===== config.mk =====
export PLATFORM = sky130hd
export DESIGN_NAME = memory_stage
export DESIGN_NICKNAME = d
export VERILOG_FILES = /design/src/hw/rv_isa_pkg.sv /design/src/hw/pipe_pkg.sv /design/src/hw/memory_stage.sv
export SDC_FILE = /design/constraint.sdc
export NUM_CORES = 2
export LEC_CHECK = 0
export BUFFER_PORTS_ARGS = -buffer_cell sky130_fd_sc_hd__clkbuf_2
export CORE_MARGIN = 3
export CORE_UTILIZATION = 30
export CTS_CLUSTER_DIAMETER = 30
export CTS_CLUSTER_SIZE = 14
export DETAILED_ROUTE_END_ITERATION = 16
export GPL_TIMING_DRIVEN = 0
export PLACE_DENSITY_LB_ADDON = 0.15
export SLEW_MARGIN = 20
export SYNTH_ARGS = -nofsm -noshare
export SYNTH_HDL_FRONTEND = slang
export SYNTH_SLANG_ARGS = --single-unit

===== constraint.sdc =====
create_clock -name clk_i -period 63.2 [get_ports clk_i]
set_input_delay 18.96 -clock clk_i [delete_from_list [all_inputs] [get_ports clk_i]]
set_output_delay 18.96 -clock clk_i [all_outputs]
set_load 0.02 [all_outputs]

===== src/hw/rv_isa_pkg.sv =====
package rv_isa_pkg;

    // major opcodes of the supported subset
    localparam logic [6:0] OP_R      = 7'b0110011;  // add, sub, and, or
    localparam logic [6:0] OP_IMM    = 7'b0010011;  // addi only
    localparam logic [6:0] OP_LOAD   = 7'b0000011;  // lw
    localparam logic [6:0] OP_STORE  = 7'b0100011;  // sw
    localparam logic [6:0] OP_BRANCH = 7'b1100011;  // beq
    localparam logic [6:0] OP_VEC    = 7'b1010111;  // byte-lane vector ops

    localparam logic [2:0] F3_ADD  = 3'b000;  // add and sub share it
    localparam logic [2:0] F3_AND  = 3'b111;
    localparam logic [2:0] F3_OR   = 3'b110;
    localparam logic [2:0] F3_VADD = 3'b000;  // vadd.b
    localparam logic [2:0] F3_VSUB = 3'b001;  // vsub.b
    localparam logic [6:0] F7_SUB  = 7'b0100000;

    // serial loader framing, 0xff may not appear inside a program
    localparam logic [7:0] LOAD_START_BYTE = 8'hFE;
    localparam logic [7:0] LOAD_END_BYTE   = 8'hFF;

    typedef enum logic [2:0] {
        ALU_ADD = 3'd0,
        ALU_SUB = 3'd1,
        ALU_AND = 3'd2,
        ALU_OR  = 3'd3,
        VEC_ADD = 3'd4,  // four 8-bit lanes, no carry between lanes
        VEC_SUB = 3'd5
    } alu_op_e;

    // one word seen either as a scalar or as four bytes
    typedef union packed {
        logic [31:0]     word;
        logic [3:0][7:0] lanes;  // lane 0 is bits 7:0
    } vec_word_u;

endpackage

===== src/hw/pipe_pkg.sv =====
package pipe_pkg;

    localparam int XLEN   = 32;
    localparam int REG_AW = 5;

    localparam int IMEM_DEPTH = 64;
    localparam int IMEM_AW    = 6;
    localparam int DMEM_DEPTH = 32;
    localparam int DMEM_AW    = 5;

    typedef struct packed {
        rv_isa_pkg::alu_op_e alu_op;
        logic                alu_src_imm;  // operand b from immediate
        logic                reg_write;    // never set for rd x0
        logic                mem_read;
        logic                mem_write;
        logic                mem_to_reg;
    } ctrl_t;

    typedef struct packed {
        logic            valid;
        logic [XLEN-1:0] pc;
        logic [XLEN-1:0] instr;
    } if_id_t;

    typedef struct packed {
        ctrl_t             ctrl;
        logic [REG_AW-1:0] rs1;
        logic [REG_AW-1:0] rs2;
        logic [REG_AW-1:0] rd;
        logic [XLEN-1:0]   rs1_data;
        logic [XLEN-1:0]   rs2_data;
        logic [XLEN-1:0]   imm;  // i or s format
    } id_ex_t;

    typedef struct packed {
        ctrl_t             ctrl;
        logic [REG_AW-1:0] rd;
        logic [XLEN-1:0]   result;      // alu result or byte address
        logic [XLEN-1:0]   store_data;
    } ex_mem_t;

    typedef struct packed {
        logic              reg_write;
        logic              mem_to_reg;
        logic [REG_AW-1:0] rd;
        logic [XLEN-1:0]   result;
        logic [XLEN-1:0]   load_data;
    } mem_wb_t;

endpackage


===== src/hw/memory_stage.sv =====
`timescale 1ns/1ps

module memory_stage (
    input  logic                         clk_i,
    input  logic                         reset,
    input  logic                         run_i,
    input  pipe_pkg::ex_mem_t            ex_mem_i,
    input  logic [pipe_pkg::DMEM_AW-1:0] dbg_addr_i,
    output logic [pipe_pkg::XLEN-1:0]    dbg_data_o,
    output logic [pipe_pkg::REG_AW-1:0]  wb_rd_o,
    output logic [pipe_pkg::XLEN-1:0]    wb_data_o,
    output logic                         wb_we_o
);
    import pipe_pkg::*;

    logic [XLEN-1:0]    dmem [DMEM_DEPTH];
    logic [DMEM_AW-1:0] addr;
    logic [XLEN-1:0]    load_data;
    mem_wb_t            mem_wb_q;

    assign addr       = ex_mem_i.result[DMEM_AW+1:2];  // drop byte offset
    assign load_data  = ex_mem_i.ctrl.mem_read ? dmem[addr] : '0;
    assign dbg_data_o = dmem[dbg_addr_i];

    always_ff @(posedge clk_i or posedge reset) begin
        if (reset) begin
            for (int i = 0; i < DMEM_DEPTH; i++)
                dmem[i] <= '0;
        end else if (run_i && ex_mem_i.ctrl.mem_write) begin
            dmem[addr] <= ex_mem_i.store_data;
        end
    end

    always_ff @(posedge clk_i or posedge reset) begin
        if (reset) begin
            mem_wb_q <= '0;
        end else if (run_i) begin
            mem_wb_q.reg_write  <= ex_mem_i.ctrl.reg_write;
            mem_wb_q.mem_to_reg <= ex_mem_i.ctrl.mem_to_reg;
            mem_wb_q.rd         <= ex_mem_i.rd;
            mem_wb_q.result     <= ex_mem_i.result;
            mem_wb_q.load_data  <= load_data;
        end
    end

    // writeback bundle
    assign wb_rd_o   = mem_wb_q.rd;
    assign wb_we_o   = mem_wb_q.reg_write;
    assign wb_data_o = mem_wb_q.mem_to_reg ? mem_wb_q.load_data : mem_wb_q.result;

endmodule


==> flow_summary.yaml <==
min_path:
  hold_path_depth: 1
  timing.hold.worst.class: "reg2reg"
  launch_instance_of_the_worst_min_delay_path: "mem_wb_q[10]"
drt:
  detail-route-antenna-nets: 0
  avgRoutedWirePerCell_um: 36.2
  dr.pass1.iters: 6
  drc_errors: 0
  via_count: 41800
  via_per_inst: 5.71
  dr.first_iter.drc_count: 3912
  routed_wirelength_um: 265000
sta:
  tightest_slew_ps: 1270
  final_slew_violations: 0
  maxSlewHeadroom_pct: 15.0
  final.hold.worst_slack_ps: 476
  final_period_minus_worst_setup_slack_ps: 41080
  timing.final.crit_share_pct: 65.0
  rsz0062_at_grt: "false"
  finalHoldViolations: 0
  fin_skew_ps: 60.6
  timing.final.ws_setup_ps: 22120
  timing.final.setup_violations: 0
  totalNegativeSetupSlack_ps: 0
  max_clk_rate_ghz: 0.0243
setup_path:
  worst_r2r_startpoint: "dmem[28]"
  critPathLaunchType: "input pin"
  path_common_cell: "sky130_fd_sc_hd__buf_2"
  worst-path-max-fanout: 10
  r2r_cells: 5
  cp-startpoint: "dbg_addr_i[1]"
  worstSetupEndpointType: "primary output"
  crit_path_max_incr_delay_ps: 580
  slowest_stage: "sky130_fd_sc_hd__a21oi_1"
  required_ps: 44240
  crit_chain: "clkbuf_2 -> buf_2 -> buf_2 -> buf_2 -> mux4_2 -> a22oi_1 -> a21oi_1 -> clkbuf_2"
  worstPathArrival_ps: 22120
  crit_type: "in2out"
clock_tree:
  cts_made_buffers: 349
  cts.path.max_buffers: 4
  tritoncts_num_sinks: 1095
  clock_tree_from_tritoncts: "yes"
  htreeDepth: 5
  clkSlewWorstSetupHoldPaths_ps: 40
  clock_insertion_delay_worst_skew_ps: 910
  holdBufCountCts: 0
  cts_setup_buffers: 0
  clock_tree_root_buffer_cell: "sky130_fd_sc_hd__clkbuf_16"
  post_cts_resize_count: 0
synthesis:
  synth_nets: 4130
  synthesis.area_um2: 57300
  ys.warnings.count: 0
  netlist.top_cell.by_area: "sky130_fd_sc_hd__dfrtp_1"
  synth_top_cell_area_share_pct: 47.8
  syn-mean-instance-area_um2: 14.2
  synth.distinct_cells: 36
  synth_cells: 4045
  ys_top_cells_by_area: "sky130_fd_sc_hd__dfrtp_1 (48%), sky130_fd_sc_hd__mux2_2 (19%), sky130_fd_sc_hd__mux2i_1 (10%), sky130_fd_sc_hd__mux4_2 (10%), sky130_fd_sc_hd__mux2_1 (2.9%)"
  yosys_register_bits: 1095
  seq_area_frac_synth_pct: 47.8
global_route:
  globalRoute.totalOverflow: 0
  grt_pass1_vias: 43300
  grt_use_total_pct: 26.6
  pin_count_of_the_biggest_net_entering_global_routing: 99
  first_pass_grt_wire_length_um: 362000
  grt_antenna_before_repair: 12
flow_run:
  drv_cap: 0
pwr:
  ir_drop_uv: 23.6
  post-layout-total-power_w: 0.00293
  total_leakage_power_nw: 33.9
  p_per_area_nw_per_um2: 39.9
final_layout:
  post_layout_net_count: 4645
  flow.area_growth_from_synthesis_pct: 28.1
  layout.cells.most_common_list: "sky130_fd_sc_hd__dfrtp_1 (1,095), sky130_fd_sc_hd__mux2_2 (947), sky130_fd_sc_hd__mux2i_1 (576)"
  drive_gt1_share_pct: 46.2
  final_instance_area_um2: 73400
  layout.cells.most_common: "sky130_fd_sc_hd__dfrtp_1"
  fillers: 17900
die:
  dieArea_um2: 196000
  num_rows: 159
  initial_utilization_pct: 30.3
  core_area_um2: 189000
  die_width_um: 443
  pin_count: 155
  die_extent_in_y_um: 443
place:
  post-place-ws_ps: 22110
  place_hpwl_um: 176000
  gpl.final_weighted_congestion: 0.929
  port_buffers: 145
  placed_cell_area_um2: 61700
status:
  status: "completed"
synth_stat cells:
| library cell | n |
|---|---|
| sky130_fd_sc_hd__dfrtp_1 | 1095 |
| sky130_fd_sc_hd__mux2_2 | 947 |
| sky130_fd_sc_hd__mux2i_1 | 576 |
| sky130_fd_sc_hd__mux4_2 | 256 |
| sky130_fd_sc_hd__o22ai_1 | 256 |
| sky130_fd_sc_hd__buf_2 | 192 |
| sky130_fd_sc_hd__clkbuf_1 | 161 |
| sky130_fd_sc_hd__mux2_1 | 146 |
| sky130_fd_sc_hd__a21oi_1 | 64 |
| sky130_fd_sc_hd__nor4_1 | 64 |
| sky130_fd_sc_hd__buf_4 | 42 |
| sky130_fd_sc_hd__a21o_1 | 32 |
| sky130_fd_sc_hd__a221oi_1 | 32 |
| sky130_fd_sc_hd__a22o_1 | 32 |
| sky130_fd_sc_hd__a22oi_1 | 32 |
| sky130_fd_sc_hd__buf_6 | 20 |
| sky130_fd_sc_hd__nand2_1 | 18 |
| sky130_fd_sc_hd__buf_1 | 15 |
| sky130_fd_sc_hd__nor2_1 | 13 |
| sky130_fd_sc_hd__nand3_1 | 7 |
| sky130_fd_sc_hd__nand4bb_1 | 6 |
| sky130_fd_sc_hd__nor2_2 | 6 |
| sky130_fd_sc_hd__nor3_2 | 5 |
| sky130_fd_sc_hd__nand4b_1 | 4 |
| sky130_fd_sc_hd__nor2b_1 | 4 |
| sky130_fd_sc_hd__and2_1 | 2 |
| sky130_fd_sc_hd__inv_1 | 2 |
| sky130_fd_sc_hd__nand2b_1 | 2 |
| sky130_fd_sc_hd__nand3b_1 | 2 |
| sky130_fd_sc_hd__nand4_1 | 2 |
| sky130_fd_sc_hd__nor3b_2 | 2 |
| sky130_fd_sc_hd__o21ai_0 | 2 |
| sky130_fd_sc_hd__or4b_1 | 2 |
| sky130_fd_sc_hd__or4b_4 | 2 |
| sky130_fd_sc_hd__inv_2 | 1 |
| sky130_fd_sc_hd__or4_1 | 1 |
routing by layer:
| metal | GRT usage [%] | share of wire (%) | vias up |
|---|---|---|---|
| li1 | - | - | 16700 |
| met1 | 34.9 | 42 | 22600 |
| met2 | 41.2 | 45 | 1903 |
| met3 | 6.08 | 6.9 | 616 |
| met4 | 13.4 | 5.5 | 2 |
| met5 | 0 | 0.0049 | - |
path summary, 6_finish.rpt:
| path | slack [ps] | endpoint |
|---|---|---|
| setup / recovery | 22120 | dbg_data_o[30] |
| min in group asynchronous | 18100 | dmem[375] |
| setup reg to reg | 61250 | mem_wb_q[28] |
| max in group asynchronous | 42770 | dmem[519] |
| hold / removal | 480 | mem_wb_q[10] |
| hold reg to reg | 480 | mem_wb_q[10] |
area by class of cell:
class | count | area (um2) | share of cell area (%)
Inverter | 3 | 18.8 | 0.0256
Timing Repair Buffer | 164 | 1220 | 1.66
Clock buffer | 481 | 10000 | 13.6
Multi-Input combinational cell | 2517 | 27700 | 37.8
Clock inverter | 130 | 1680 | 2.29
Buffer | 430 | 2210 | 3.01
Antenna cell | 9 | 22.5 | 0.0307
Sequential cell | 1095 | 27400 | 37.3
Tap cell | 2495 | 3120 | 4.25
registers in the layout, summed over array words and instances, names as in the netlist:
signal / flops
dmem: 1024
wb_rd_o: 5
wb_we_o: 1
mem_wb_q: 65
cells by family (layout without fill, tap and decap cells):
logic type	count (synthesis)	after routing	share of synthesized area, %
compound gates	450	450	5.19
buf+inv	433	1208	3.79
flops	1095	1095	47.8
mux	1925	1925	41.6
other cells	0	9	0
simple gates	142	142	1.57
where the power goes:
part	switching, W	internal [W]
clock network	0.000491	0.00123
logic	0.000174	0.000161
registers	0.0000692	0.000797
per-stage QoR:
| stage | cells | util [%] |
|---|---|---|
| after floorplan | 4045 | - |
| after global routing | 7321 | 38.9 |
| after CTS | 7315 | 38.9 |
| final | 7324 | 38.9 |
| after detailed placement | 6704 | 32.7 |
| after global placement | 6685 | 32.4 |
critical path, delay by kind of cell:
kind / cells / cell delay, ps
AO/OA/AOI/OAI: 2 / 640
multiplexers: 1 / 310
buffers and inverters: 5 / 2170
Power figures use the tool's default switching activity.
