File: config.mk
export PLATFORM = sky130hd
export DESIGN_NAME = program_loader
export DESIGN_NICKNAME = d
export VERILOG_FILES = /design/src/hw/rv_isa_pkg.sv /design/src/hw/pipe_pkg.sv /design/src/hw/program_loader.sv
export SDC_FILE = /design/constraint.sdc
export NUM_CORES = 1
export LEC_CHECK = 0
export BUFFER_PORTS_ARGS = -buffer_cell sky130_fd_sc_hd__buf_2
export CAP_MARGIN = 15
export CORE_ASPECT_RATIO = 0.6
export CORE_MARGIN = 1
export CORE_UTILIZATION = 47
export CTS_BUF_LIST = sky130_fd_sc_hd__clkbuf_16
export DETAILED_ROUTE_END_ITERATION = 8
export PLACE_DENSITY = 0.77
export RECOVER_POWER = 25
export REMOVE_ABC_BUFFERS = 1
export SLEW_MARGIN = 0
export SYNTH_ARGS = -nofsm -noshare
export SYNTH_HDL_FRONTEND = slang
export SYNTH_SLANG_ARGS = --single-unit
File: constraint.sdc
create_clock -name clk_i -period 1.78 [get_ports clk_i]
set_input_delay 0.089 -clock clk_i [delete_from_list [all_inputs] [get_ports clk_i]]
set_output_delay 0.089 -clock clk_i [all_outputs]
set_load 0.005 [all_outputs]
File: src/hw/rv_isa_pkg.sv
package rv_isa_pkg;

    // major opcodes of the supported subset
    localparam logic [6:0] OP_R      = 7'b0110011;  // add, sub, and, or
    localparam logic [6:0] OP_IMM    = 7'b0010011;  // addi only
    localparam logic [6:0] OP_LOAD   = 7'b0000011;  // lw
    localparam logic [6:0] OP_STORE  = 7'b0100011;  // sw
    localparam logic [6:0] OP_BRANCH = 7'b1100011;  // beq
    localparam logic [6:0] OP_VEC    = 7'b1010111;  // byte-lane vector ops

    localparam logic [2:0] F3_ADD  = 3'b000;  // add and sub share it
    localparam logic [2:0] F3_AND  = 3'b111;
    localparam logic [2:0] F3_OR   = 3'b110;
    localparam logic [2:0] F3_VADD = 3'b000;  // vadd.b
    localparam logic [2:0] F3_VSUB = 3'b001;  // vsub.b
    localparam logic [6:0] F7_SUB  = 7'b0100000;

    // serial loader framing, 0xff may not appear inside a program
    localparam logic [7:0] LOAD_START_BYTE = 8'hFE;
    localparam logic [7:0] LOAD_END_BYTE   = 8'hFF;

    typedef enum logic [2:0] {
        ALU_ADD = 3'd0,
        ALU_SUB = 3'd1,
        ALU_AND = 3'd2,
        ALU_OR  = 3'd3,
        VEC_ADD = 3'd4,  // four 8-bit lanes, no carry between lanes
        VEC_SUB = 3'd5
    } alu_op_e;

    // one word seen either as a scalar or as four bytes
    typedef union packed {
        logic [31:0]     word;
        logic [3:0][7:0] lanes;  // lane 0 is bits 7:0
    } vec_word_u;

endpackage
File: src/hw/pipe_pkg.sv
package pipe_pkg;

    localparam int XLEN   = 32;
    localparam int REG_AW = 5;

    localparam int IMEM_DEPTH = 64;
    localparam int IMEM_AW    = 6;
    localparam int DMEM_DEPTH = 32;
    localparam int DMEM_AW    = 5;

    typedef struct packed {
        rv_isa_pkg::alu_op_e alu_op;
        logic                alu_src_imm;  // operand b from immediate
        logic                reg_write;    // never set for rd x0
        logic                mem_read;
        logic                mem_write;
        logic                mem_to_reg;
    } ctrl_t;

    typedef struct packed {
        logic            valid;
        logic [XLEN-1:0] pc;
        logic [XLEN-1:0] instr;
    } if_id_t;

    typedef struct packed {
        ctrl_t             ctrl;
        logic [REG_AW-1:0] rs1;
        logic [REG_AW-1:0] rs2;
        logic [REG_AW-1:0] rd;
        logic [XLEN-1:0]   rs1_data;
        logic [XLEN-1:0]   rs2_data;
        logic [XLEN-1:0]   imm;  // i or s format
    } id_ex_t;

    typedef struct packed {
        ctrl_t             ctrl;
        logic [REG_AW-1:0] rd;
        logic [XLEN-1:0]   result;      // alu result or byte address
        logic [XLEN-1:0]   store_data;
    } ex_mem_t;

    typedef struct packed {
        logic              reg_write;
        logic              mem_to_reg;
        logic [REG_AW-1:0] rd;
        logic [XLEN-1:0]   result;
        logic [XLEN-1:0]   load_data;
    } mem_wb_t;

endpackage

File: src/hw/program_loader.sv
`timescale 1ns/1ps

module program_loader (
    input  logic                         clk_i,
    input  logic                         reset,
    input  logic [7:0]                   instr_byte_i,
    output logic                         imem_we_o,
    output logic [pipe_pkg::IMEM_AW-1:0] imem_waddr_o,
    output logic [pipe_pkg::XLEN-1:0]    imem_wdata_o,
    output logic                         run_o
);
    import rv_isa_pkg::*;

    logic        loading_q;   // between start and end byte
    logic [1:0]  byte_cnt_q;  // byte position inside the word
    logic [23:0] word_q;      // first three bytes, lsb first
    logic        data_byte;

    assign data_byte    = loading_q && (instr_byte_i != LOAD_END_BYTE);
    assign imem_we_o    = data_byte && (byte_cnt_q == 2'd3);
    assign imem_wdata_o = {instr_byte_i, word_q};  // fourth byte is the top

    always_ff @(posedge clk_i or posedge reset) begin
        if (reset) begin
            loading_q    <= 1'b0;
            byte_cnt_q   <= 2'd0;
            imem_waddr_o <= '0;
            run_o        <= 1'b0;
        end else if (!loading_q) begin
            if (!run_o && instr_byte_i == LOAD_START_BYTE) begin
                loading_q  <= 1'b1;
                byte_cnt_q <= 2'd0;
            end
        end else if (!data_byte) begin
            loading_q <= 1'b0;  // end byte seen
            run_o     <= 1'b1;  // held until reset
        end else begin
            byte_cnt_q <= byte_cnt_q + 2'd1;  // wraps after the fourth byte
            if (byte_cnt_q == 2'd3)
                imem_waddr_o <= imem_waddr_o + 1'b1;
        end
    end

    always_ff @(posedge clk_i) begin
        if (data_byte)
            word_q <= {instr_byte_i, word_q[23:8]};
    end

endmodule

==> impl_metrics.env, run 1 <==
export IMPL_outcome="finished clean"
export IMPL_clock_sinks=34
export IMPL_drt_iter0_markers=51
export IMPL_endpoint_kind="flop"
export IMPL_reg2reg_slack_ns=0.35
export IMPL_route_detailed_drc=0
export IMPL_area_growth_synth_to_final_pct=28.16
export IMPL_required_ns=1.94
export IMPL_cp_arrival_ns=1.58
export IMPL_routed_via_density=5.055
export IMPL_cts_repair_resized=0
export IMPL_relSlewSlack_pct=74.34
export IMPL_yosys_warnings=0
export IMPL_grt_pass1_wl_mm=3.912
export IMPL_cts_tree="yes"
export IMPL_internal_power_w=0.001739
export IMPL_synthDistinctLibCells=24
export IMPL_clockBufferDepth=2
export IMPL_dieArea_mm2=0.002962
export IMPL_synth_area_mm2=0.001289
export IMPL_clockRootBuffer="clkbuf_16"
export IMPL_total_power_w=0.002350
export IMPL_final_min_clock_period_ns=1.426
export IMPL_cp_slowest_stage_delay_ns=0.58
export IMPL_ir_worst_vdd_uv=606.2
export IMPL_ys_ff_latch=34
export IMPL_portBuffers=49
export IMPL_htreeDepth=2
export IMPL_drive_gt1_share_pct=38.93
export IMPL_clock_power_share_pct=34.0
export IMPL_worstHoldPathType="in -> reg"
export IMPL_grt_total_usage_pct=18.04
export IMPL_dr_pass1_iters=4
export IMPL_postCtsSetupBuffers=0
export IMPL_cap_violations=0
export IMPL_drt_total_wl_mm=2.479
export IMPL_path_cells="or4_1, a21o_1, o221a_2"
export IMPL_start_util_pct=50.39
export IMPL_fin_crit_sh_pct=80.11
export IMPL_grt_antenna_before_repair=0
export IMPL_io_pins=50
export IMPL_fin_worst_skew_ns=0.005600
export IMPL_avgSynthCellArea_um2=15.91
export IMPL_dp_hpwl_mm=1.818
export IMPL_tightest_slew_ns=0.3845
export IMPL_max_freq_ghz=0.7012
export IMPL_cpMaxStageDelayCell="or4_1"
export IMPL_core_mm2=0.002557
export IMPL_multi_input_area_um2=237.7
export IMPL_route_vias_total=824
export IMPL_clkLatencyLatePin_ns=0.27
export IMPL_final_fill_count=199
export IMPL_finalSetupViolations=0
export IMPL_rows=14
export IMPL_leakage_nw=0.7089
export IMPL_cp_max_fo=4
export IMPL_rsz0062_at_grt="false"
export IMPL_num_antenna_cells=0
export IMPL_ant_nets=0
export IMPL_seq_power_share_pct=48.9
export IMPL_setup_tns_ns=0
export IMPL_cts_buffers=5
export IMPL_synthCells=81
export IMPL_nNetsFinal=142
export IMPL_grt_max_degree=25
export IMPL_drv_slew=0
export IMPL_die_y_um=42.56
export IMPL_regArea_um2=970.9
export IMPL_routabilityCongestion=0.8144
export IMPL_crit_type="reg -> reg"
export IMPL_overflow=0
export IMPL_fp_dieW_um=69.60
export IMPL_pwr_share_comb_pct=17.1
export IMPL_switchingPower_w=0.0006110
export IMPL_hold_viol=0
export IMPL_crit_path_start_kind="flop"
export IMPL_clkTransAtPathRegs_ns=0.05
export IMPL_powerDensity_mw_per_mm2=1423
export IMPL_yosysSeqAreaShare_pct=75.34
export IMPL_wl_per_cell_um=15.21
export IMPL_grt_pass1_vias=796
export IMPL_p_sw_share_pct=26.00
==> cells in the mapped netlist <==
cell      number  area, um2
or2_2          1      6.260
a21oi_1        1      5.000
nand4_2        1      12.51
nand4_1        3      18.77
clkbuf_2       1      5.000
mux2_2         1      11.26
a211oi_1       1      7.510
nor3_1         2      10.01
ha_1           2      25.02
buf_4          8      60.06
nand2_1        1      3.750
dfrtp_1       10      250.2
xnor2_1        2      17.52
or3_2          1      7.510
o221a_2        1      11.26
nor3b_1        1      7.510
nand3_1        4      20.02
inv_1          4      15.01
and2_1         1      6.260
a21o_1         2      15.01
or4_1          1      7.510
xor2_1         3      26.28
edfxtp_1      24      720.7
nor2_1         5      18.77
==> layer usage <==
metal	track usage [%]	share of wire, %	wire (um)
met5	0	0	0
met3	6.490	4.3	107
met4	6.122	0.85	21
met1	22.40	43	1070
met2	29.71	52	1281
==> power by group through the flow <==
stage	Sequential, W	Clock, W	Combinational, W
finish	0.00115	0.000799	0.000401
CTS	0.00115	0.000809	0.000408
global placement	0.00115	0	0.000381
global route	0.00117	0.000848	0.000443
detailed placement	0.00116	0	0.000404
floorplan	0.00116	0	0.000186
==> critical path: cells and delay by family, from the launching register on <==
family | cells | cell delay, ns
and+or+nand+nor | 1 | 0.58
DFF | 1 | 0.41
AOI/OAI and AO/OA | 2 | 0.33
==> worst paths after layout <==
check,from,to,depth (start not counted)
max,run_o,byte_cnt_q[1],3
min,instr_byte_i[5],word_q[21],1
max reg2reg,run_o,byte_cnt_q[1],3
min reg2reg,word_q[17],word_q[9],0
max in group asynchronous,reset,imem_waddr_o[1],3
min in group asynchronous,reset,imem_waddr_o[4],3
==> flip-flops by register name, summed over array words and instances (netlist names) <==
name,count
run_o,1
byte_cnt_q,2
imem_waddr_o,6
loading_q,1
word_q,24
==> stage by stage <==
step / setup slack (ns) / hold WS, ns / area (um2) / util [%] / cells
floorplan: 0.3991 / -0.07082 / 1224 / - / 72
global placement: 0.4543 / 0.08089 / 1516 / 59.30 / 154
detailed placement: 0.3589 / 0.07702 / 1516 / 59.30 / 154
CTS: 0.3540 / 0.02977 / 1665 / 65.12 / 163
global route: 0.3363 / 0.08959 / 1652 / 64.58 / 163
finish: 0.3540 / 0.07601 / 1652 / 64.58 / 163
==> kinds of logic after synthesis <==
logic type               count (synthesis)  synth area share (%)
AO/OA/AOI/OAI                            5                 3.009
XOR/XNOR                                 5                 3.399
adder cells (fa/ha/maj)                  2                 1.941
AND/OR/NAND/NOR                         21                 9.225
flip-flops                              34                 75.34
multiplexers                             1                0.8737
buffers and inverters                   13                 6.213
==> cell usage in the layout, fill, tap and decap left out <==
master         instances
nand3_1                4
clkinv_2               2
nand4_1                3
or4_1                  1
dlygate4sd3_1          1
xnor2_1                2
dfrtp_1               10
nand2_1                1
buf_4                  1
a21oi_1                1
clkbuf_16              5
ha_1                   2
o221a_2                1
nor3b_1                1
mux2_2                 1
a21o_1                 2
nor3_1                 2
xor2_1                 3
or2_2                  1
buf_2                 36
and2_1                 1
edfxtp_1              24
a211oi_1               1
nor2_1                 5
inv_1                  5
clkbuf_2               2
nand4_2                1
or3_2                  1
clkbuf_1              11
==> repair_timing <==
item,in CTS,in global routing
hold buffers,1,0
hold endpoints to repair,10,0
setup endpoints to repair,0,0
==> final cells by class <==
| cell class | instances | share of cell area (%) |
|---|---|---|
| Sequential cell | 34 | 58.79 |
| Timing Repair Buffer | 51 | 15.08 |
| Multi-Input combinational cell | 34 | 14.39 |
| Clock buffer | 5 | 7.576 |
| Tap cell | 32 | 2.424 |
| Inverter | 4 | 0.9091 |
| Clock inverter | 3 | 0.8333 |
No activity file was read; power rests on OpenSTA's default activity.
==> inputs of run 2 (changes only) <==
==> constraint.sdc (replaced) <==
create_clock -name clk_i -period 1.49 [get_ports clk_i]
set_input_delay 0.0745 -clock clk_i [delete_from_list [all_inputs] [get_ports clk_i]]
set_output_delay 0.0745 -clock clk_i [all_outputs]
set_load 0.005 [all_outputs]
==> impl_metrics.env, run 2 (synthesized netlist as in run 1, its figures left out) <==
export IMPL_start_util_pct=50.39
export IMPL_path_cells="or4_1, a21o_1, o221a_2"
export IMPL_crit_buf_inv=0
export IMPL_largest_register_ffs=24
export IMPL_endpoint_kind="flop"
export IMPL_cts_tree="yes"
export IMPL_route_detailed_drc=0
export IMPL_grt_total_usage_pct=18.12
export IMPL_required_ns=1.65
export IMPL_dr_pass1_iters=4
export IMPL_hold_viol=0
export IMPL_grt_pass1_wl_mm=3.726
export IMPL_ir_worst_vdd_uv=885.2
export IMPL_reg_largest_list="word_q x24, imem_waddr_o x6, byte_cnt_q x2"
export IMPL_finalSetupViolations=0
export IMPL_worstHoldPathType="in -> reg"
export IMPL_drv_slew=0
export IMPL_die_y_um=42.56
export IMPL_grt_antenna_before_repair=0
export IMPL_drt_total_wl_mm=2.283
export IMPL_io_pins=50
export IMPL_cts_buffers=5
export IMPL_cp_slowest_stage_delay_ns=0.56
export IMPL_total_power_w=0.002967
export IMPL_final_common_cell="buf_2"
export IMPL_rows=14
export IMPL_grt_max_degree=25
export IMPL_cp_arrival_ns=1.55
export IMPL_overflow=0
export IMPL_wl_per_cell_um=14.01
export IMPL_clock_sinks=34
export IMPL_fin_crit_sh_pct=93.56
export IMPL_final_min_clock_period_ns=1.394
export IMPL_final_cell_mix="buf_2 (34), edfxtp_1 (24), clkbuf_1 (11)"
export IMPL_placed_cell_area_mm2=0.001529
export IMPL_route_vias_total=810
export IMPL_drt_iter0_markers=38
export IMPL_clkLatencyLatePin_ns=0.27
export IMPL_portBuffers=49
export IMPL_multi_input_area_um2=237.7
export IMPL_crit_type="reg -> reg"
export IMPL_num_antenna_cells=0
export IMPL_clockRootBuffer="clkbuf_16"
export IMPL_clockBufferDepth=2
export IMPL_design_area_mm2=0.001688
export IMPL_drive_gt1_share_pct=38.17
export IMPL_crit_path_start_kind="flop"
export IMPL_clkTransAtPathRegs_ns=0.05
export IMPL_max_freq_ghz=0.7173
export IMPL_leakage_nw=0.7210
export IMPL_relSlewSlack_pct=74.59
export IMPL_powerDensity_mw_per_mm2=1758
export IMPL_htreeDepth=2
export IMPL_nNetsFinal=142
export IMPL_core_mm2=0.002557
export IMPL_fp_dieW_um=69.60
export IMPL_dieArea_mm2=0.002962
export IMPL_dp_hpwl_mm=1.591
export IMPL_cpMaxStageDelayCell="or4_1"
export IMPL_grt_pass1_vias=798
export IMPL_outcome="finished clean"
export IMPL_routed_via_density=4.969
export IMPL_setup_tns_ns=0
export IMPL_regArea_um2=970.9
export IMPL_cp_max_fo=4
export IMPL_postCtsSetupBuffers=0
export IMPL_rsz0062_at_grt="false"
export IMPL_fin_worst_skew_ns=0.003405
export IMPL_tightest_slew_ns=0.3807
export IMPL_area_growth_synth_to_final_pct=30.97
export IMPL_cp_top_family="simple AND/OR/NAND/NOR gates"
export IMPL_routabilityCongestion=0.8381
export IMPL_final_fill_count=189
export IMPL_regMostFlops="word_q"
export IMPL_cap_violations=0
export IMPL_ant_nets=0
-- run 2: per-stage QoR --
stage	worst slack [ns]	util [%]	hold WS, ns	cells
finish	0.09596	66.00	0.06425	163
global route	0.05325	66.00	0.06599	163
detailed placement	0.1010	59.78	0.06329	154
global placement	0.1587	59.78	0.06024	154
CTS	0.09356	66.54	0.008799	163
floorplan	0.1091	-	-0.08532	72
-- run 2: routing by layer --
metal	share of wire, %	track usage, %	up-vias
met3	6.3	10.34	2
met4	0.83	8.571	0
li1	-	-	388
met2	52	28.16	25
met1	41	20.36	395
met5	0	0	-
-- run 2: final timing paths --
kind / from / to / slack, ns / depth (start not counted)
worst min register to register: word_q[21] / word_q[13] / 0.44 / 0
worst min-delay path: instr_byte_i[7] / word_q[23] / 0.06 / 1
max in group asynchronous: reset / imem_waddr_o[0] / 0.89 / 3
worst max-delay path: run_o / byte_cnt_q[1] / 0.1 / 3
min in group asynchronous: reset / imem_waddr_o[3] / 0.33 / 3
worst max register to register: run_o / byte_cnt_q[1] / 0.1 / 3
-- run 2: cell type report --
cell class,instances,area share (%)
clock buffers,5,7.413
well taps,32,2.372
repair buffers,51,15.49
inverters,4,0.8895
flip-flops and latches,34,57.52
multi-input cells,34,14.08
clock inverters,3,2.224
-- run 2: timing repair --
action                                  in CTS  in global routing
endpoints found under the setup margin       0                  0
resized for setup                            0                  0
hold buffers                                 1                  0
hold endpoints to repair                    10                  0
-- run 2: report_power, final --
group	leakage (nW)	internal (W)	switching [W]
Sequential	0.344	0.00123	0.000137
Clock	0.0826	0.000774	0.000340
Combinational	0.294	0.000249	0.000231
==> inputs of run 3 (changes only) <==
--- a/config.mk
+++ b/config.mk
@@ -5,6 +5,7 @@
 export SDC_FILE = /design/constraint.sdc
 export NUM_CORES = 1
 export LEC_CHECK = 0
+export ABC_AREA = 1
 export BUFFER_PORTS_ARGS = -buffer_cell sky130_fd_sc_hd__buf_2
 export CAP_MARGIN = 15
 export CORE_ASPECT_RATIO = 0.6
==> impl_metrics.env, run 3 <==
export IMPL_required_ns=1.42
export IMPL_synth_edf_count=24
export IMPL_fp_dieW_um=71.03
export IMPL_synthDistinctLibCells=17
export IMPL_dp_hpwl_mm=1.927
export IMPL_routed_via_density=4.807
export IMPL_cp_top_family="buffers and inverters"
export IMPL_clockBufferDepth=2
export IMPL_grt_pass1_wl_mm=4.050
export IMPL_fin_crit_sh_pct=95.37
export IMPL_io_pins=50
export IMPL_grt_total_usage_pct=18.75
export IMPL_htreeDepth=2
export IMPL_yosys_most_used_dff="edfxtp_1"
export IMPL_setup_tns_ns=0
export IMPL_crit_type="in -> out"
export IMPL_ant_nets=0
export IMPL_final_fill_count=166
export IMPL_synth_area_mm2=0.001344
export IMPL_cp_slowest_stage_delay_ns=0.53
export IMPL_die_y_um=43.42
export IMPL_area_growth_synth_to_final_pct=33.43
export IMPL_grt_max_degree=25
export IMPL_regMostFlops="word_q"
export IMPL_rows=14
export IMPL_ys_top_cells_by_count="nand2_1 (25), edfxtp_1 (24), dfrtp_1 (10), buf_4 (8), inv_1 (8)"
export IMPL_start_util_pct=51.49
export IMPL_clkLatencyLatePin_ns=0.28
export IMPL_place_inst=174
export IMPL_cp_arrival_ns=1.35
export IMPL_ir_worst_vdd_uv=738.6
export IMPL_violations="DRC"
export IMPL_synth_most_common_cell="nand2_1"
export IMPL_route_vias_total=899
export IMPL_drive_gt1_share_pct=38.06
export IMPL_cts_buffers=5
export IMPL_tightest_slew_ns=0.4009
export IMPL_worstHoldPathType="in -> reg"
export IMPL_setup_ws_ns=0.06895
export IMPL_drt_iter0_markers=81
export IMPL_final_common_cell="buf_2"
export IMPL_synth_top_cells_by_area="edfxtp_1 (54%), dfrtp_1 (19%), nand2_1 (7.0%)"
export IMPL_outcome="complete, but fails checks"
export IMPL_portBuffers=49
export IMPL_yosys_warnings=0
export IMPL_dieArea_mm2=0.003084
export IMPL_dp_slack_ns=0.2915
export IMPL_crit_buf_inv=3
export IMPL_hold_ws_ns=0.04304
export IMPL_path_cells="dlygate4sd3_1, buf_2, nand2_1, nor2_2, nand2_4, nand2_4, nor2_4, buf_2"
export IMPL_hold_viol=0
export IMPL_synth_top_area_share_pct=53.63
export IMPL_routabilityCongestion=0.7560
export IMPL_fin_worst_skew_ns=0.002627
export IMPL_cap_violations=0
export IMPL_relSlewSlack_pct=73.24
export IMPL_dr_pass1_iters=7
export IMPL_leakage_nw=0.8287
export IMPL_clockRootBuffer="clkbuf_16"
export IMPL_clkTransAtPathRegs_ns=0.05
export IMPL_yosysSeqAreaShare_pct=72.25
export IMPL_utilization_pct=68.70
export IMPL_num_antenna_cells=0
export IMPL_yosysTopAreaCell="edfxtp_1"
export IMPL_core_mm2=0.002610
export IMPL_cp_max_fo=6
export IMPL_largest_register_ffs=24
export IMPL_reg_largest_list="word_q x24, imem_waddr_o x6, byte_cnt_q x2"
export IMPL_nNetsFinal=166
export IMPL_grt_pass1_vias=824
export IMPL_overflow=0
export IMPL_endpoint_kind="output pin"
export IMPL_final_min_clock_period_ns=1.421
export IMPL_powerDensity_mw_per_mm2=1230
export IMPL_finalSetupViolations=0
export IMPL_cts_tree="yes"
export IMPL_avgSynthCellArea_um2=13.44
export IMPL_ys_ff_latch=34
export IMPL_rsz0062_at_grt="false"
export IMPL_clock_sinks=34
export IMPL_final_cell_mix="buf_2 (39), nand2_1 (25), edfxtp_1 (24)"
export IMPL_crit_path_start_kind="primary input"
export IMPL_grt_antenna_before_repair=0
export IMPL_synth_async_reset_ratio_pct=29.41
export IMPL_cpMaxStageDelayCell="dlygate4sd3_1"
export IMPL_instances_no_fill=187
export IMPL_max_freq_ghz=0.7037
export IMPL_route_detailed_drc=4
export IMPL_synthCells=100
export IMPL_drv_slew=0
export IMPL_drt_total_wl_mm=2.655
export IMPL_wl_per_cell_um=14.20
-- run 3: repair_timing --
item / in CTS / in global routing
gates resized for setup: 0 / 1
endpoints found under the setup margin: 0 / 1
buffers inserted: 0 / 2
hold buffers: 3 / 0
hold endpoints to repair: 12 / 0
-- run 3: kinds of logic after synthesis --
kind of cell | synth area share [%]
simple gates | 16.11
flops | 72.25
buf+inv | 6.704
compound gates | 1.116
xor+xnor | 1.956
fa+ha+maj | 1.862
-- run 3: area by class of cell --
type                    instances  area, um2  share of cell area, %
well taps                      32      40.04                  2.233
flip-flops and latches         34      970.9                  54.15
clock buffers                   5      125.1                  6.978
repair buffers                 55      301.5                  16.82
clock inverters                 3      40.04                  2.233
inverters                       8      30.03                  1.675
multi-input cells              50      285.3                  15.91
-- run 3: where the power goes --
part / leakage, nW / switching (W) / total, W / internal, W
sequential: 0.350 / 0 / 0.00101 / 0.00101
clock: 0.0836 / 0.000368 / 0.00115 / 0.000781
combinational: 0.395 / 0.0000275 / 0.0000486 / 0.0000211
total: 0.829 / 0.000395 / 0.00220 / 0.00181
-- run 3: path summary, 6_finish.rpt --
path / from / endpoint / slack, ns / cells past startpoint
setup / recovery: instr_byte_i[3] / imem_we_o / 0.07 / 8
hold / removal: instr_byte_i[6] / word_q[22] / 0.04 / 1
setup reg to reg: loading_q / word_q[3] / 0.25 / 3
hold reg to reg: word_q[22] / word_q[14] / 0.44 / 0
max in group asynchronous: reset / imem_waddr_o[0] / 0.88 / 3
min in group asynchronous: reset / byte_cnt_q[0] / 0.32 / 3
-- run 3: through the flow --
stage               instance area (um2)  total power [W]
finish                             1793         0.002205
global route                       1793         0.002259
CTS                                1784         0.002219
detailed placement                 1589         0.001070
global placement                   1589         0.001069
floorplan                          1284         0.001038
-- run 3: per-layer routing --
layer / part of all wire [%] / global-route usage (%)
met5: 0 / 0
met2: 50 / 28.46
met4: 1.9 / 10.80
met3: 5.3 / 7.209
met1: 43 / 23.56
