===== config.mk =====
export PLATFORM = sky130hd
export DESIGN_NAME = execute_stage
export DESIGN_NICKNAME = d
export VERILOG_FILES = /design/src/hw/rv_isa_pkg.sv /design/src/hw/pipe_pkg.sv /design/src/hw/execute_stage.sv
export SDC_FILE = /design/constraint.sdc
export NUM_CORES = 1
export LEC_CHECK = 0
export CAP_MARGIN = 15
export CORE_MARGIN = 10
export CORE_UTILIZATION = 37
export DETAILED_ROUTE_END_ITERATION = 16
export DONT_BUFFER_PORTS = 1
export SETUP_SLACK_MARGIN = 0.2
export SLEW_MARGIN = 20
export SYNTH_ARGS = -nofsm -noshare
export SYNTH_HDL_FRONTEND = slang
export SYNTH_SLANG_ARGS = --single-unit

===== constraint.sdc =====
create_clock -name clk_i -period 8.5 [get_ports clk_i]
set_input_delay 1.275 -clock clk_i [delete_from_list [all_inputs] [get_ports clk_i]]
set_output_delay 1.275 -clock clk_i [all_outputs]
set_load 0.05 [all_outputs]

===== src/hw/rv_isa_pkg.sv =====
package rv_isa_pkg;

    // major opcodes of the supported subset
    localparam logic [6:0] OP_R      = 7'b0110011;  // add, sub, and, or
    localparam logic [6:0] OP_IMM    = 7'b0010011;  // addi only
    localparam logic [6:0] OP_LOAD   = 7'b0000011;  // lw
    localparam logic [6:0] OP_STORE  = 7'b0100011;  // sw
    localparam logic [6:0] OP_BRANCH = 7'b1100011;  // beq
    localparam logic [6:0] OP_VEC    = 7'b1010111;  // byte-lane vector ops

    localparam logic [2:0] F3_ADD  = 3'b000;  // add and sub share it
    localparam logic [2:0] F3_AND  = 3'b111;
    localparam logic [2:0] F3_OR   = 3'b110;
    localparam logic [2:0] F3_VADD = 3'b000;  // vadd.b
    localparam logic [2:0] F3_VSUB = 3'b001;  // vsub.b
    localparam logic [6:0] F7_SUB  = 7'b0100000;

    // serial loader framing, 0xff may not appear inside a program
    localparam logic [7:0] LOAD_START_BYTE = 8'hFE;
    localparam logic [7:0] LOAD_END_BYTE   = 8'hFF;

    typedef enum logic [2:0] {
        ALU_ADD = 3'd0,
        ALU_SUB = 3'd1,
        ALU_AND = 3'd2,
        ALU_OR  = 3'd3,
        VEC_ADD = 3'd4,  // four 8-bit lanes, no carry between lanes
        VEC_SUB = 3'd5
    } alu_op_e;

    // one word seen either as a scalar or as four bytes
    typedef union packed {
        logic [31:0]     word;
        logic [3:0][7:0] lanes;  // lane 0 is bits 7:0
    } vec_word_u;

endpackage

===== src/hw/pipe_pkg.sv =====
package pipe_pkg;

    localparam int XLEN   = 32;
    localparam int REG_AW = 5;

    localparam int IMEM_DEPTH = 64;
    localparam int IMEM_AW    = 6;
    localparam int DMEM_DEPTH = 32;
    localparam int DMEM_AW    = 5;

    typedef struct packed {
        rv_isa_pkg::alu_op_e alu_op;
        logic                alu_src_imm;  // operand b from immediate
        logic                reg_write;    // never set for rd x0
        logic                mem_read;
        logic                mem_write;
        logic                mem_to_reg;
    } ctrl_t;

    typedef struct packed {
        logic            valid;
        logic [XLEN-1:0] pc;
        logic [XLEN-1:0] instr;
    } if_id_t;

    typedef struct packed {
        ctrl_t             ctrl;
        logic [REG_AW-1:0] rs1;
        logic [REG_AW-1:0] rs2;
        logic [REG_AW-1:0] rd;
        logic [XLEN-1:0]   rs1_data;
        logic [XLEN-1:0]   rs2_data;
        logic [XLEN-1:0]   imm;  // i or s format
    } id_ex_t;

    typedef struct packed {
        ctrl_t             ctrl;
        logic [REG_AW-1:0] rd;
        logic [XLEN-1:0]   result;      // alu result or byte address
        logic [XLEN-1:0]   store_data;
    } ex_mem_t;

    typedef struct packed {
        logic              reg_write;
        logic              mem_to_reg;
        logic [REG_AW-1:0] rd;
        logic [XLEN-1:0]   result;
        logic [XLEN-1:0]   load_data;
    } mem_wb_t;

endpackage


===== src/hw/execute_stage.sv =====
`timescale 1ns/1ps

module execute_stage (
    input  logic                        clk_i,
    input  logic                        reset,
    input  logic                        run_i,
    input  pipe_pkg::id_ex_t            id_ex_i,
    input  logic [pipe_pkg::REG_AW-1:0] wb_rd_i,
    input  logic [pipe_pkg::XLEN-1:0]   wb_data_i,
    input  logic                        wb_we_i,
    output pipe_pkg::ex_mem_t           ex_mem_o
);
    import rv_isa_pkg::*;
    import pipe_pkg::*;

    logic [XLEN-1:0] fwd_a, fwd_b;
    logic [XLEN-1:0] op_b;
    logic [XLEN-1:0] result;
    vec_word_u       va, vb, vr;

    // nearest producer wins, EX/MEM before writeback
    function automatic logic [XLEN-1:0] forward(
        input logic [REG_AW-1:0] rs,
        input logic [XLEN-1:0]   reg_val,
        input ex_mem_t           exm,
        input logic [REG_AW-1:0] wrd,
        input logic [XLEN-1:0]   wdata,
        input logic              wwe
    );
        if (exm.ctrl.reg_write && exm.rd == rs)
            return exm.result;
        else if (wwe && wrd == rs)
            return wdata;
        else
            return reg_val;
    endfunction

    always_comb begin
        fwd_a = forward(id_ex_i.rs1, id_ex_i.rs1_data, ex_mem_o, wb_rd_i, wb_data_i, wb_we_i);
        fwd_b = forward(id_ex_i.rs2, id_ex_i.rs2_data, ex_mem_o, wb_rd_i, wb_data_i, wb_we_i);
    end

    assign op_b    = id_ex_i.ctrl.alu_src_imm ? id_ex_i.imm : fwd_b;
    assign va.word = fwd_a;
    assign vb.word = op_b;

    // lane ALU, each byte wraps on its own
    always_comb begin
        for (int i = 0; i < 4; i++) begin
            if (id_ex_i.ctrl.alu_op == VEC_SUB)
                vr.lanes[i] = va.lanes[i] - vb.lanes[i];
            else
                vr.lanes[i] = va.lanes[i] + vb.lanes[i];
        end
    end

    always_comb begin
        case (id_ex_i.ctrl.alu_op)
            ALU_ADD:          result = fwd_a + op_b;  // also lw/sw address
            ALU_SUB:          result = fwd_a - op_b;
            ALU_AND:          result = fwd_a & op_b;
            ALU_OR:           result = fwd_a | op_b;
            VEC_ADD, VEC_SUB: result = vr.word;
            default:          result = fwd_a + op_b;
        endcase
    end

    always_ff @(posedge clk_i or posedge reset) begin
        if (reset) begin
            ex_mem_o <= '0;
        end else if (run_i) begin
            ex_mem_o.ctrl       <= id_ex_i.ctrl;
            ex_mem_o.rd         <= id_ex_i.rd;
            ex_mem_o.result     <= result;
            ex_mem_o.store_data <= fwd_b;  // forwarded rs2 for sw
        end
    end

endmodule


==> flow_metrics.py, run 1 <==
metrics = {
    "finish": {
        "area_growth_pct": 5.308,
        "largest_reg_flops": 77,
        "layout.nets": 1404,
        "regMostFlops": "ex_mem_o",
        "top_regs": "ex_mem_o x77",
        "drive_above_1_share": 0.1092,
        "nFillCells": 2630,
        "final_common_cell": "nand2_1",
        "postLayoutCoreUtil": 0.3978,
        "final_cell_mix": "nand2_1, o21ai_0, xnor2_1, a21oi_1",
        "final_cells": 1508,
        "fin_area_um2": 10430,
    },
    "setup_path": {
        "startpoint": "id_ex_i[104]",
        "required_ps": 8750,
        "arrival_ps": 7270,
        "cp-end-kind": "flop",
        "rr_endpoint": "ex_mem_o[63]",
        "cp-start-kind": "input pin",
        "r2r_start": "ex_mem_o[68]",
        "reg2reg_slack_ps": 1590,
        "cp_max_fo": 20,
        "critical_path_class": "input pin to flop",
        "reg2regPathDepth": 21,
        "cp-endpoint": "ex_mem_o[63]",
    },
    "drt": {
        "vias_per_cell": 6.097,
        "drt-initial-drc-count": 778,
        "wire_per_inst_um": 25.37,
        "postRouteAntennaNets": 0,
        "drcViolationCount": 0,
        "dr.pass1.iters": 6,
        "finalWirelength_mm": 38.26,
        "route.vias.total": 9194,
    },
    "synth": {
        "synth_edf_count": 0,
        "synthTopCellsByArea": "dfrtp_1, ha_1, xnor2_1, mux2_2, o21ai_0",
        "syn_avg_cell_area_um2": 8.181,
        "synth_ff_type": "dfrtp_1",
        "synth_top_family_by_area": "compound AO/OA/AOI/OAI gates",
        "synth.top_cell.area_share": 0.1946,
        "muxShareOfSynthArea": 0.09985,
        "synth_compound_area_frac": 0.2580,
        "yosys_warnings": 0,
        "yosysTopAreaCell": "dfrtp_1",
        "synthXorXnorAreaFrac": 0.1132,
        "ys_types": 80,
        "synth_fa_ha_area_frac": 0.1294,
        "synth-simple-area-share": 0.1504,
        "synthArstFlopShare": 1.000,
        "yosys_register_bits": 77,
        "ys_seq_area_frac": 0.1946,
        "syn_area_um2": 9899,
        "syn_nets": 1447,
        "syn_inst": 1210,
    },
    "power_and_ir_drop": {
        "power_leakage_nw": 4.199,
        "power_density_nw_per_um2": 193.2,
        "ir_drop_v": 0.0001125,
        "finalPower_mw": 2.014,
    },
    "clock_network": {
        "numCtsBuffers": 9,
        "clockRootBuffer": "clkbuf_16",
        "cts_num_sinks": 77,
        "insertion_delay_ps": 360,
        "h-tree-depth": 3,
        "cts_tree": "yes",
        "post_cts_buffers": 0,
        "clk_pin_slew_worst_paths_ps": 70,
        "clockBufferDepth": 2,
        "ctsHoldBuffers": 0,
        "cts_resized": 0,
    },
    "floorplanning": {
        "die_area_um2": 33700,
        "coreArea_um2": 26210,
        "ios": 237,
        "start_util": 0.3778,
        "rows": 59,
        "die_width_um": 183.6,
        "chipHeight_um": 183.6,
    },
    "place": {
        "place_ws_ps": 1230,
        "gp_congestion": 0.9295,
        "place_area_um2": 10120,
        "io_buffer_count": 0,
        "dpl.hpwl_mm": 30.04,
        "dp_cells": 1491,
    },
    "timing": {
        "skew_ps": 9.161,
        "fin_crit_sh": 0.8262,
        "worstMarginPinSlew_ps": 1053,
        "rsz0062_at_grt": "false",
        "finalHoldViolations": 0,
        "max_freq_ghz": 0.1424,
        "slew_headroom": 0.2796,
        "setup_viol": 0,
        "holdWs_ps": 667.4,
        "period_needed_ps": 7023,
        "drv_slew": 0,
        "setup_tns_ps": 0,
        "layout_setup_ws_ps": 1477,
    },
    "grt": {
        "track_usage": 0.2194,
        "grt_pass1_vias": 8962,
        "grt_overflow": 0,
        "grt_pass1_wl_mm": 56.95,
        "grt_start_max_net_pins": 95,
        "antenna_found_initial": 2,
    },
    "hold_path": {
        "hold_path.class": "input pin to asynchronous set/reset pin",
    },
    "flow_run": {
        "cap_violations": 0,
    },
    "outcome": {
        "status": "complete, no violations",
    },
}
-- how the worst min path moves through the flow --
stage	slack, ps	endpoint	startpoint	depth (start not counted)
detailed placement	810	ex_mem_o[27]	ex_mem_o[27]	1
global route	660	ex_mem_o[75]	reset	1
finish	670	ex_mem_o[75]	reset	1
floorplan	770	ex_mem_o[16]	ex_mem_o[16]	2
CTS	660	ex_mem_o[15]	reset	1
global placement	810	ex_mem_o[29]	ex_mem_o[29]	1
-- layout make-up --
cell class / count / area [um^2] / share of cell area
well taps: 335 / 419.2 / 0.04021
clock buffers: 10 / 229.0 / 0.02196
clock inverters: 6 / 70.07 / 0.006721
diodes: 1 / 2.502 / 0.0002400
multi-input cells: 1007 / 7446 / 0.7142
repair buffers: 16 / 120.1 / 0.01152
inverters: 56 / 211.5 / 0.02028
flip-flops and latches: 77 / 1927 / 0.1848
-- per-layer routing --
| layer | wire (um) | up-vias | track usage |
|---|---|---|---|
| li1 | - | 4322 | - |
| met1 | 16170 | 4418 | 0.2818 |
| met2 | 17160 | 397 | 0.3428 |
| met3 | 4030 | 55 | 0.07589 |
| met4 | 888 | 2 | 0.05770 |
| met5 | 8 | - | 0 |
-- worst max-delay path: stages --
cell and delay, ps:
xnor2_1 120, nand4_2 340, or2_1 600, a311oi_1 360
a2111oi_4 490, nand3_1 190, nor3_2 430, a21oi_1 150
xnor2_1 140, ha_1 350, a21o_1 220, a21o_1 230
a2111oi_4 340, o211ai_2 130, a31oi_2 320, o211ai_2 180
a221o_2 440, a221o_1 320, a21o_1 180, or3_1 300
and3_1 140
-- synthesized netlist by cell type, types with 6 or more instances --
cell,count
and2_1,11
o21a_1,14
nand3_1,19
nand2b_1,9
a211oi_1,6
a221o_1,10
dfrtp_1,77
mux2_2,46
ha_1,72
o21bai_1,8
nor3_1,29
a21oi_1,81
buf_2,8
o31ai_1,6
a311oi_1,13
xor2_1,40
nor2_1,78
or3_1,7
nor4_1,7
a21o_1,30
a22oi_1,13
a221oi_1,15
clkbuf_1,49
o21ai_0,95
o2bb2ai_1,8
mux2i_1,47
inv_1,53
maj3_1,28
a31oi_1,20
nand2_1,97
nor2b_1,9
xnor2_1,88
and3_1,13
-- where the power goes --
group | switching (mW) | internal [mW] | leakage, nW
logic | 0.460 | 0.359 | 3.16
clock network | 0.186 | 0.230 | 0.136
registers | 0.354 | 0.424 | 0.908
-- logic make-up (layout without fill, tap and decap cells) --
family	Yosys count	count (layout)
other	0	1
DFF	77	77
muxes	93	93
xor gates and xnor gates	128	128
buffers and inverters	126	88
adders and majority gates	105	105
and+or+nand+nor	309	309
AOI/OAI and AO/OA	372	372
Note: power is estimated with default switching activity, not from simulation.
==> run 2, diff against run 1 <==
==> constraint.sdc (replaced) <==
create_clock -name clk_i -period 6.2 [get_ports clk_i]
set_input_delay 0.93 -clock clk_i [delete_from_list [all_inputs] [get_ports clk_i]]
set_output_delay 0.93 -clock clk_i [all_outputs]
set_load 0.05 [all_outputs]
==> run 2 against run 1 <==
Net effect:
- utilization grew 2.5 points
- wire length up 4.8%
- combinational power up 62%
- cell area increased by 6.4%
- worst setup slack got worse by 1100 ps
- die area stayed put
- global-route usage up 1.1 points
==> flow_metrics.py, run 2 (same netlist as run 1, synthesis figures left out) <==
metrics = {
    "drt": {
        "dr.pass1.iters": 5,
        "drcViolationCount": 0,
        "route.vias.total": 9510,
        "wire_per_inst_um": 25.23,
        "drt-initial-drc-count": 891,
        "postRouteAntennaNets": 0,
        "vias_per_cell": 5.981,
        "finalWirelength_mm": 40.11,
    },
    "timing": {
        "period_needed_ps": 5794,
        "rsz0062_at_grt": "true",
        "drv_slew": 0,
        "max_freq_ghz": 0.1726,
        "slew_headroom": 0.2898,
        "worstMarginPinSlew_ps": 1064,
        "setup_tns_ps": 0,
        "setup_viol": 0,
        "finalHoldViolations": 0,
        "skew_ps": 10.42,
        "fin_crit_sh": 0.9345,
    },
    "grt": {
        "grt_pass1_wl_mm": 59.60,
        "antenna_found_initial": 5,
        "grt_pass1_vias": 9210,
        "grt_overflow": 0,
        "grt_start_max_net_pins": 95,
        "track_usage": 0.2301,
    },
    "power_and_ir_drop": {
        "power_density_nw_per_um2": 258.9,
        "finalPower_mw": 2.873,
        "power_leakage_nw": 4.614,
        "ir_drop_v": 0.0001448,
    },
    "clock_network": {
        "cts_num_sinks": 77,
        "insertion_delay_ps": 360,
        "h-tree-depth": 3,
        "clockRootBuffer": "clkbuf_16",
        "clockBufferDepth": 2,
        "numCtsBuffers": 9,
        "clk_pin_slew_worst_paths_ps": 70,
        "cts_tree": "yes",
        "ctsHoldBuffers": 0,
    },
    "setup_path": {
        "cp-start-kind": "input pin",
        "cp-endpoint": "ex_mem_o[63]",
        "arrival_ps": 6040,
        "critical_path_class": "input pin to flop",
        "startpoint": "id_ex_i[101]",
        "reg2reg_slack_ps": 540,
        "cp_max_fo": 6,
        "reg2regPathDepth": 21,
        "required_ps": 6450,
        "rr_endpoint": "ex_mem_o[63]",
        "cp-end-kind": "flop",
        "r2r_start": "ex_mem_o[64]",
    },
    "floorplanning": {
        "start_util": 0.3778,
        "chipHeight_um": 183.6,
        "die_area_um2": 33700,
        "die_width_um": 183.6,
        "coreArea_um2": 26210,
        "rows": 59,
        "ios": 237,
    },
    "finish": {
        "drive_above_1_share": 0.1736,
        "multiInputGateArea_um2": 7496,
        "final_common_cell": "nand2_1",
        "seq_area_um2": 1928,
        "final_cell_mix": "nand2_1, o21ai_0, buf_4, xnor2_1, a21oi_1",
        "top_regs": "ex_mem_o x77",
        "largest_reg_flops": 77,
        "area_growth_pct": 12.06,
        "regMostFlops": "ex_mem_o",
        "nFillCells": 2600,
        "layout.nets": 1482,
    },
    "place": {
        "gp_congestion": 0.9277,
        "dpl.hpwl_mm": 31.87,
        "io_buffer_count": 0,
    },
    "flow_run": {
        "cap_violations": 0,
    },
    "outcome": {
        "status": "complete, no violations",
    },
    "hold_path": {
        "hold_path.class": "input pin to asynchronous set/reset pin",
    },
}
run 2: changes by cell type in the layout (fill, tap and decap cells not counted), sizes merged:
cell | before | now
diode | 1 | 5
clkinv | 2 | 4
clkinvlp | 3 | 1
buf | 16 | 94
run 2: layout make-up:
class                   count  share of cell area
multi-input cells        1007              0.6757
diodes                      5            0.001128
clock inverters             6            0.006203
clock buffers              10             0.02154
repair buffers             94             0.06474
well taps                 335             0.03778
flip-flops and latches     77              0.1738
inverters                  56             0.01906
run 2: critical path, stage by stage:
cell and delay (ps):
xnor2_1 160, nand4_2 200, buf_4 210, nor3_1 290, a311oi_1 150, a2111oi_1 420
nand4_1 220, or2_1 310, o31ai_2 260, xnor2_1 170, ha_1 270, a21o_1 230
a2111oi_4 300, o211ai_2 140, a31oi_2 260, o211ai_2 150, a221o_2 430, a221o_1 320
a21o_1 180, or3_1 290, and3_1 140
run 2: repair_timing:
item,in CTS,in global routing
endpoints found under the setup margin,0,4
resized for setup,0,16
buffers inserted,0,1
run 2: report_power, final:
group	switching (mW)	internal (mW)	leakage [nW]	total, mW
clock network	0.250	0.327	0.150	0.576
registers	0.377	0.585	0.907	0.961
logic	0.764	0.571	3.56	1.33
total	1.39	1.48	4.61	2.87
run 2: worst min path at each step:
stage / start / end / depth (start not counted)
global route: reset / ex_mem_o[1] / 1
floorplan: ex_mem_o[16] / ex_mem_o[16] / 2
finish: reset / ex_mem_o[1] / 1
CTS: reset / ex_mem_o[1] / 1
detailed placement: ex_mem_o[44] / ex_mem_o[44] / 2
global placement: ex_mem_o[44] / ex_mem_o[44] / 2
run 2: routing by layer:
layer	routed length, um	GRT usage	up-vias	share of wire
li1	-	-	4502	-
met4	758	0.05967	0	0.019
met5	0	0	-	0
met2	17620	0.3470	440	0.44
met1	17410	0.3017	4523	0.43
met3	4315	0.08656	45	0.11
run 2: per-stage QoR:
step | cells | utilization | hold slack [ps] | setup slack, ps | cell area (um^2)
floorplan | 1210 | - | 774.9 | 264.9 | 9899
CTS | 1584 | 0.4208 | 444.5 | 376.6 | 11030
global route | 1587 | 0.4230 | 443.1 | 134.1 | 11090
detailed placement | 1568 | 0.4090 | 734.7 | 24.18 | 10720
global placement | 1568 | 0.4090 | 742.3 | 44.93 | 10720
finish | 1590 | 0.4233 | 430.2 | 405.9 | 11090
==> run 3, diff against run 2 <==
==> constraint.sdc (replaced) <==
create_clock -name clk_i -period 5 [get_ports clk_i]
set_input_delay 0.75 -clock clk_i [delete_from_list [all_inputs] [get_ports clk_i]]
set_output_delay 0.75 -clock clk_i [all_outputs]
set_load 0.05 [all_outputs]
==> run 3 against run 2 <==
Net effect:
- non-clock buffer count is 210 higher
- die area is the same
- wire length is 2.7% higher
- hold slack worse by 140 ps
- the run now ends with setup timing left
- total power is 40% higher
- critical path type unchanged
- utilization is 9.5 points higher
- sequential share of layout area shrank 3.2 points
- largest cell class unchanged
- clock power is 24% higher
==> flow_metrics.py, run 3 (same netlist as run 1, synthesis figures left out) <==
metrics = {
    "timing": {
        "skew_ps": 12.82,
        "fin_crit_sh": 1.046,
        "period_needed_ps": 5230,
        "finalHoldViolations": 0,
        "rsz0062_at_grt": "true",
        "setup_viol": 5,
        "max_freq_ghz": 0.1912,
        "slew_headroom": 0.3348,
        "drv_slew": 0,
        "setup_tns_ps": -763.8,
        "layout_setup_ws_ps": -230.2,
        "holdWs_ps": 287.0,
        "worstMarginPinSlew_ps": 997.9,
    },
    "grt": {
        "track_usage": 0.2340,
        "antenna_found_initial": 0,
        "grt_pass1_wl_mm": 62.17,
        "grt_overflow": 0,
        "grt_start_max_net_pins": 95,
        "grt_pass1_vias": 10656,
    },
    "place": {
        "gp_congestion": 0.9329,
        "dpl.hpwl_mm": 33.14,
        "dp_cells": 1753,
        "io_buffer_count": 0,
        "place_ws_ps": -782.2,
    },
    "finish": {
        "area_growth_pct": 37.21,
        "antennaDiodeCount": 0,
        "drive_above_1_share": 0.3534,
        "final_cell_mix": "buf_4, nand2_1, o21ai_0, xnor2_1",
        "top_regs": "ex_mem_o x77",
        "final_common_cell": "buf_4",
        "layout.nets": 1692,
        "largest_reg_flops": 77,
        "regMostFlops": "ex_mem_o",
        "final_cells": 1795,
    },
    "drt": {
        "finalWirelength_mm": 41.20,
        "route.vias.total": 10491,
        "drcViolationCount": 0,
        "postRouteAntennaNets": 0,
        "wire_per_inst_um": 22.95,
        "drt-initial-drc-count": 865,
        "vias_per_cell": 5.845,
        "dr.pass1.iters": 6,
    },
    "setup_path": {
        "cp-start-kind": "input pin",
        "path_buf_inv": 1,
        "arrival_ps": 5480,
        "cp_max_fo": 8,
        "critPathSlowestCell": "a2111oi_4",
        "critical_path_class": "input pin to flop",
        "cpLargestDelayFamily": "compound AO/OA/AOI/OAI gates",
        "required_ps": 5250,
        "critical_path.max_stage_delay_ps": 390,
        "cp-end-kind": "flop",
        "crit_chain": "xnor2_2, nand4_1, buf_6, o21ai_2, a311oi_4, a2111oi_4, nand4_1, or2_4, o31ai_4, xnor2_1, ha_1, a21o_1, a2111oi_4, o211ai_2, a31oi_4, o211ai_2, a221o_2, a221o_1, a21o_1, or3_1, and3_1",
    },
    "floorplanning": {
        "ios": 237,
        "start_util": 0.3778,
        "die_area_um2": 33700,
        "die_width_um": 183.6,
        "rows": 59,
        "chipHeight_um": 183.6,
        "coreArea_um2": 26210,
    },
    "clock_network": {
        "cts_tree": "yes",
        "ctsHoldBuffers": 0,
        "cts_num_sinks": 77,
        "clk_pin_slew_worst_paths_ps": 80,
        "numCtsBuffers": 9,
        "insertion_delay_ps": 360,
        "h-tree-depth": 3,
        "clockRootBuffer": "clkbuf_16",
        "clockBufferDepth": 2,
    },
    "power_and_ir_drop": {
        "ir_drop_v": 0.0001676,
        "finalPower_mw": 4.034,
        "power_density_nw_per_um2": 297.0,
        "power_leakage_nw": 5.904,
    },
    "hold_path": {
        "hold_path.class": "input pin to asynchronous set/reset pin",
    },
    "flow_run": {
        "cap_violations": 0,
    },
    "outcome": {
        "violations": "setup timing",
        "status": "finished with violations",
    },
}
## run 3: changes by cell type in the layout (fill, tap and decap cells not counted), moves of 9 or more
cell / before / now
a21oi_1: 81 / 64
a21oi_2: 0 / 16
buf_12: 1 / 13
buf_4: 93 / 278
buf_6: 0 / 13
o21ai_0: 93 / 79
o21ai_2: 0 / 9
xnor2_1: 88 / 74
## run 3: path summary, 6_finish.rpt
check,startpoint,end,slack (ps),cells past startpoint
min in group clk_i,run_i,ex_mem_o[35],480,1
max in group asynchronous,reset,ex_mem_o[68],3590,2
worst max-delay path,id_ex_i[102],ex_mem_o[63],-230,21
worst min register to register,ex_mem_o[49],ex_mem_o[49],710,2
worst max register to register,ex_mem_o[68],ex_mem_o[63],-200,23
worst min-delay path,reset,ex_mem_o[32],290,1
## run 3: worst register-to-register path: stages, from the launching register on
cell and delay, ps:
dfrtp_2 440, xnor2_4 170, nand4_4 150, or2_4 300
buf_12 170, a311oi_4 380, nor2_2 110, ha_4 190
nand3_4 90, buf_4 120, nand2_1 70, xnor2_2 180
ha_1 330, a21oi_4 200, o21bai_4 90, a2111oi_4 360
o211ai_2 170, a31oi_4 190, o211ai_2 110, a221o_2 370
a221o_1 320, a21o_1 180, or3_1 290, and3_1 140
## run 3: final cells by class
| cell class | count | area [um^2] |
|---|---|---|
| tap | 335 | 419.2 |
| clock inverter | 6 | 70.07 |
| multi-input combinational | 1007 | 8228 |
| timing repair buffer | 304 | 2494 |
| sequential | 77 | 1932 |
| fill | 2428 | 12620 |
| clock buffer | 10 | 229.0 |
| inverter | 56 | 211.5 |
## run 3: where the power goes
part,switching [mW],internal (mW)
Clock,0.320,0.392
Sequential,0.336,0.728
Combinational,1.23,1.03
Total,1.89,2.15
## run 3: through the flow
| step | instance area [um^2] | utilization |
|---|---|---|
| floorplan | 10310 | - |
| global placement | 12590 | 0.4803 |
| detailed placement | 12590 | 0.4803 |
| CTS | 13260 | 0.5058 |
| global route | 13580 | 0.5183 |
| finish | 13580 | 0.5183 |
## run 3: repair_timing
action,4_1_cts,5_1_grt
pin swaps,40,56
endpoints found under the setup margin,17,21
cloned,0,0
setup buffers,17,9
gates resized for setup,45,59
## run 3: layer usage
layer	up-vias	global-route usage	wire, um
li1	4890	-	-
met2	471	0.3874	19520
met1	5065	0.2935	16760
met4	0	0.07279	1148
met3	65	0.05652	3775
met5	-	0	0
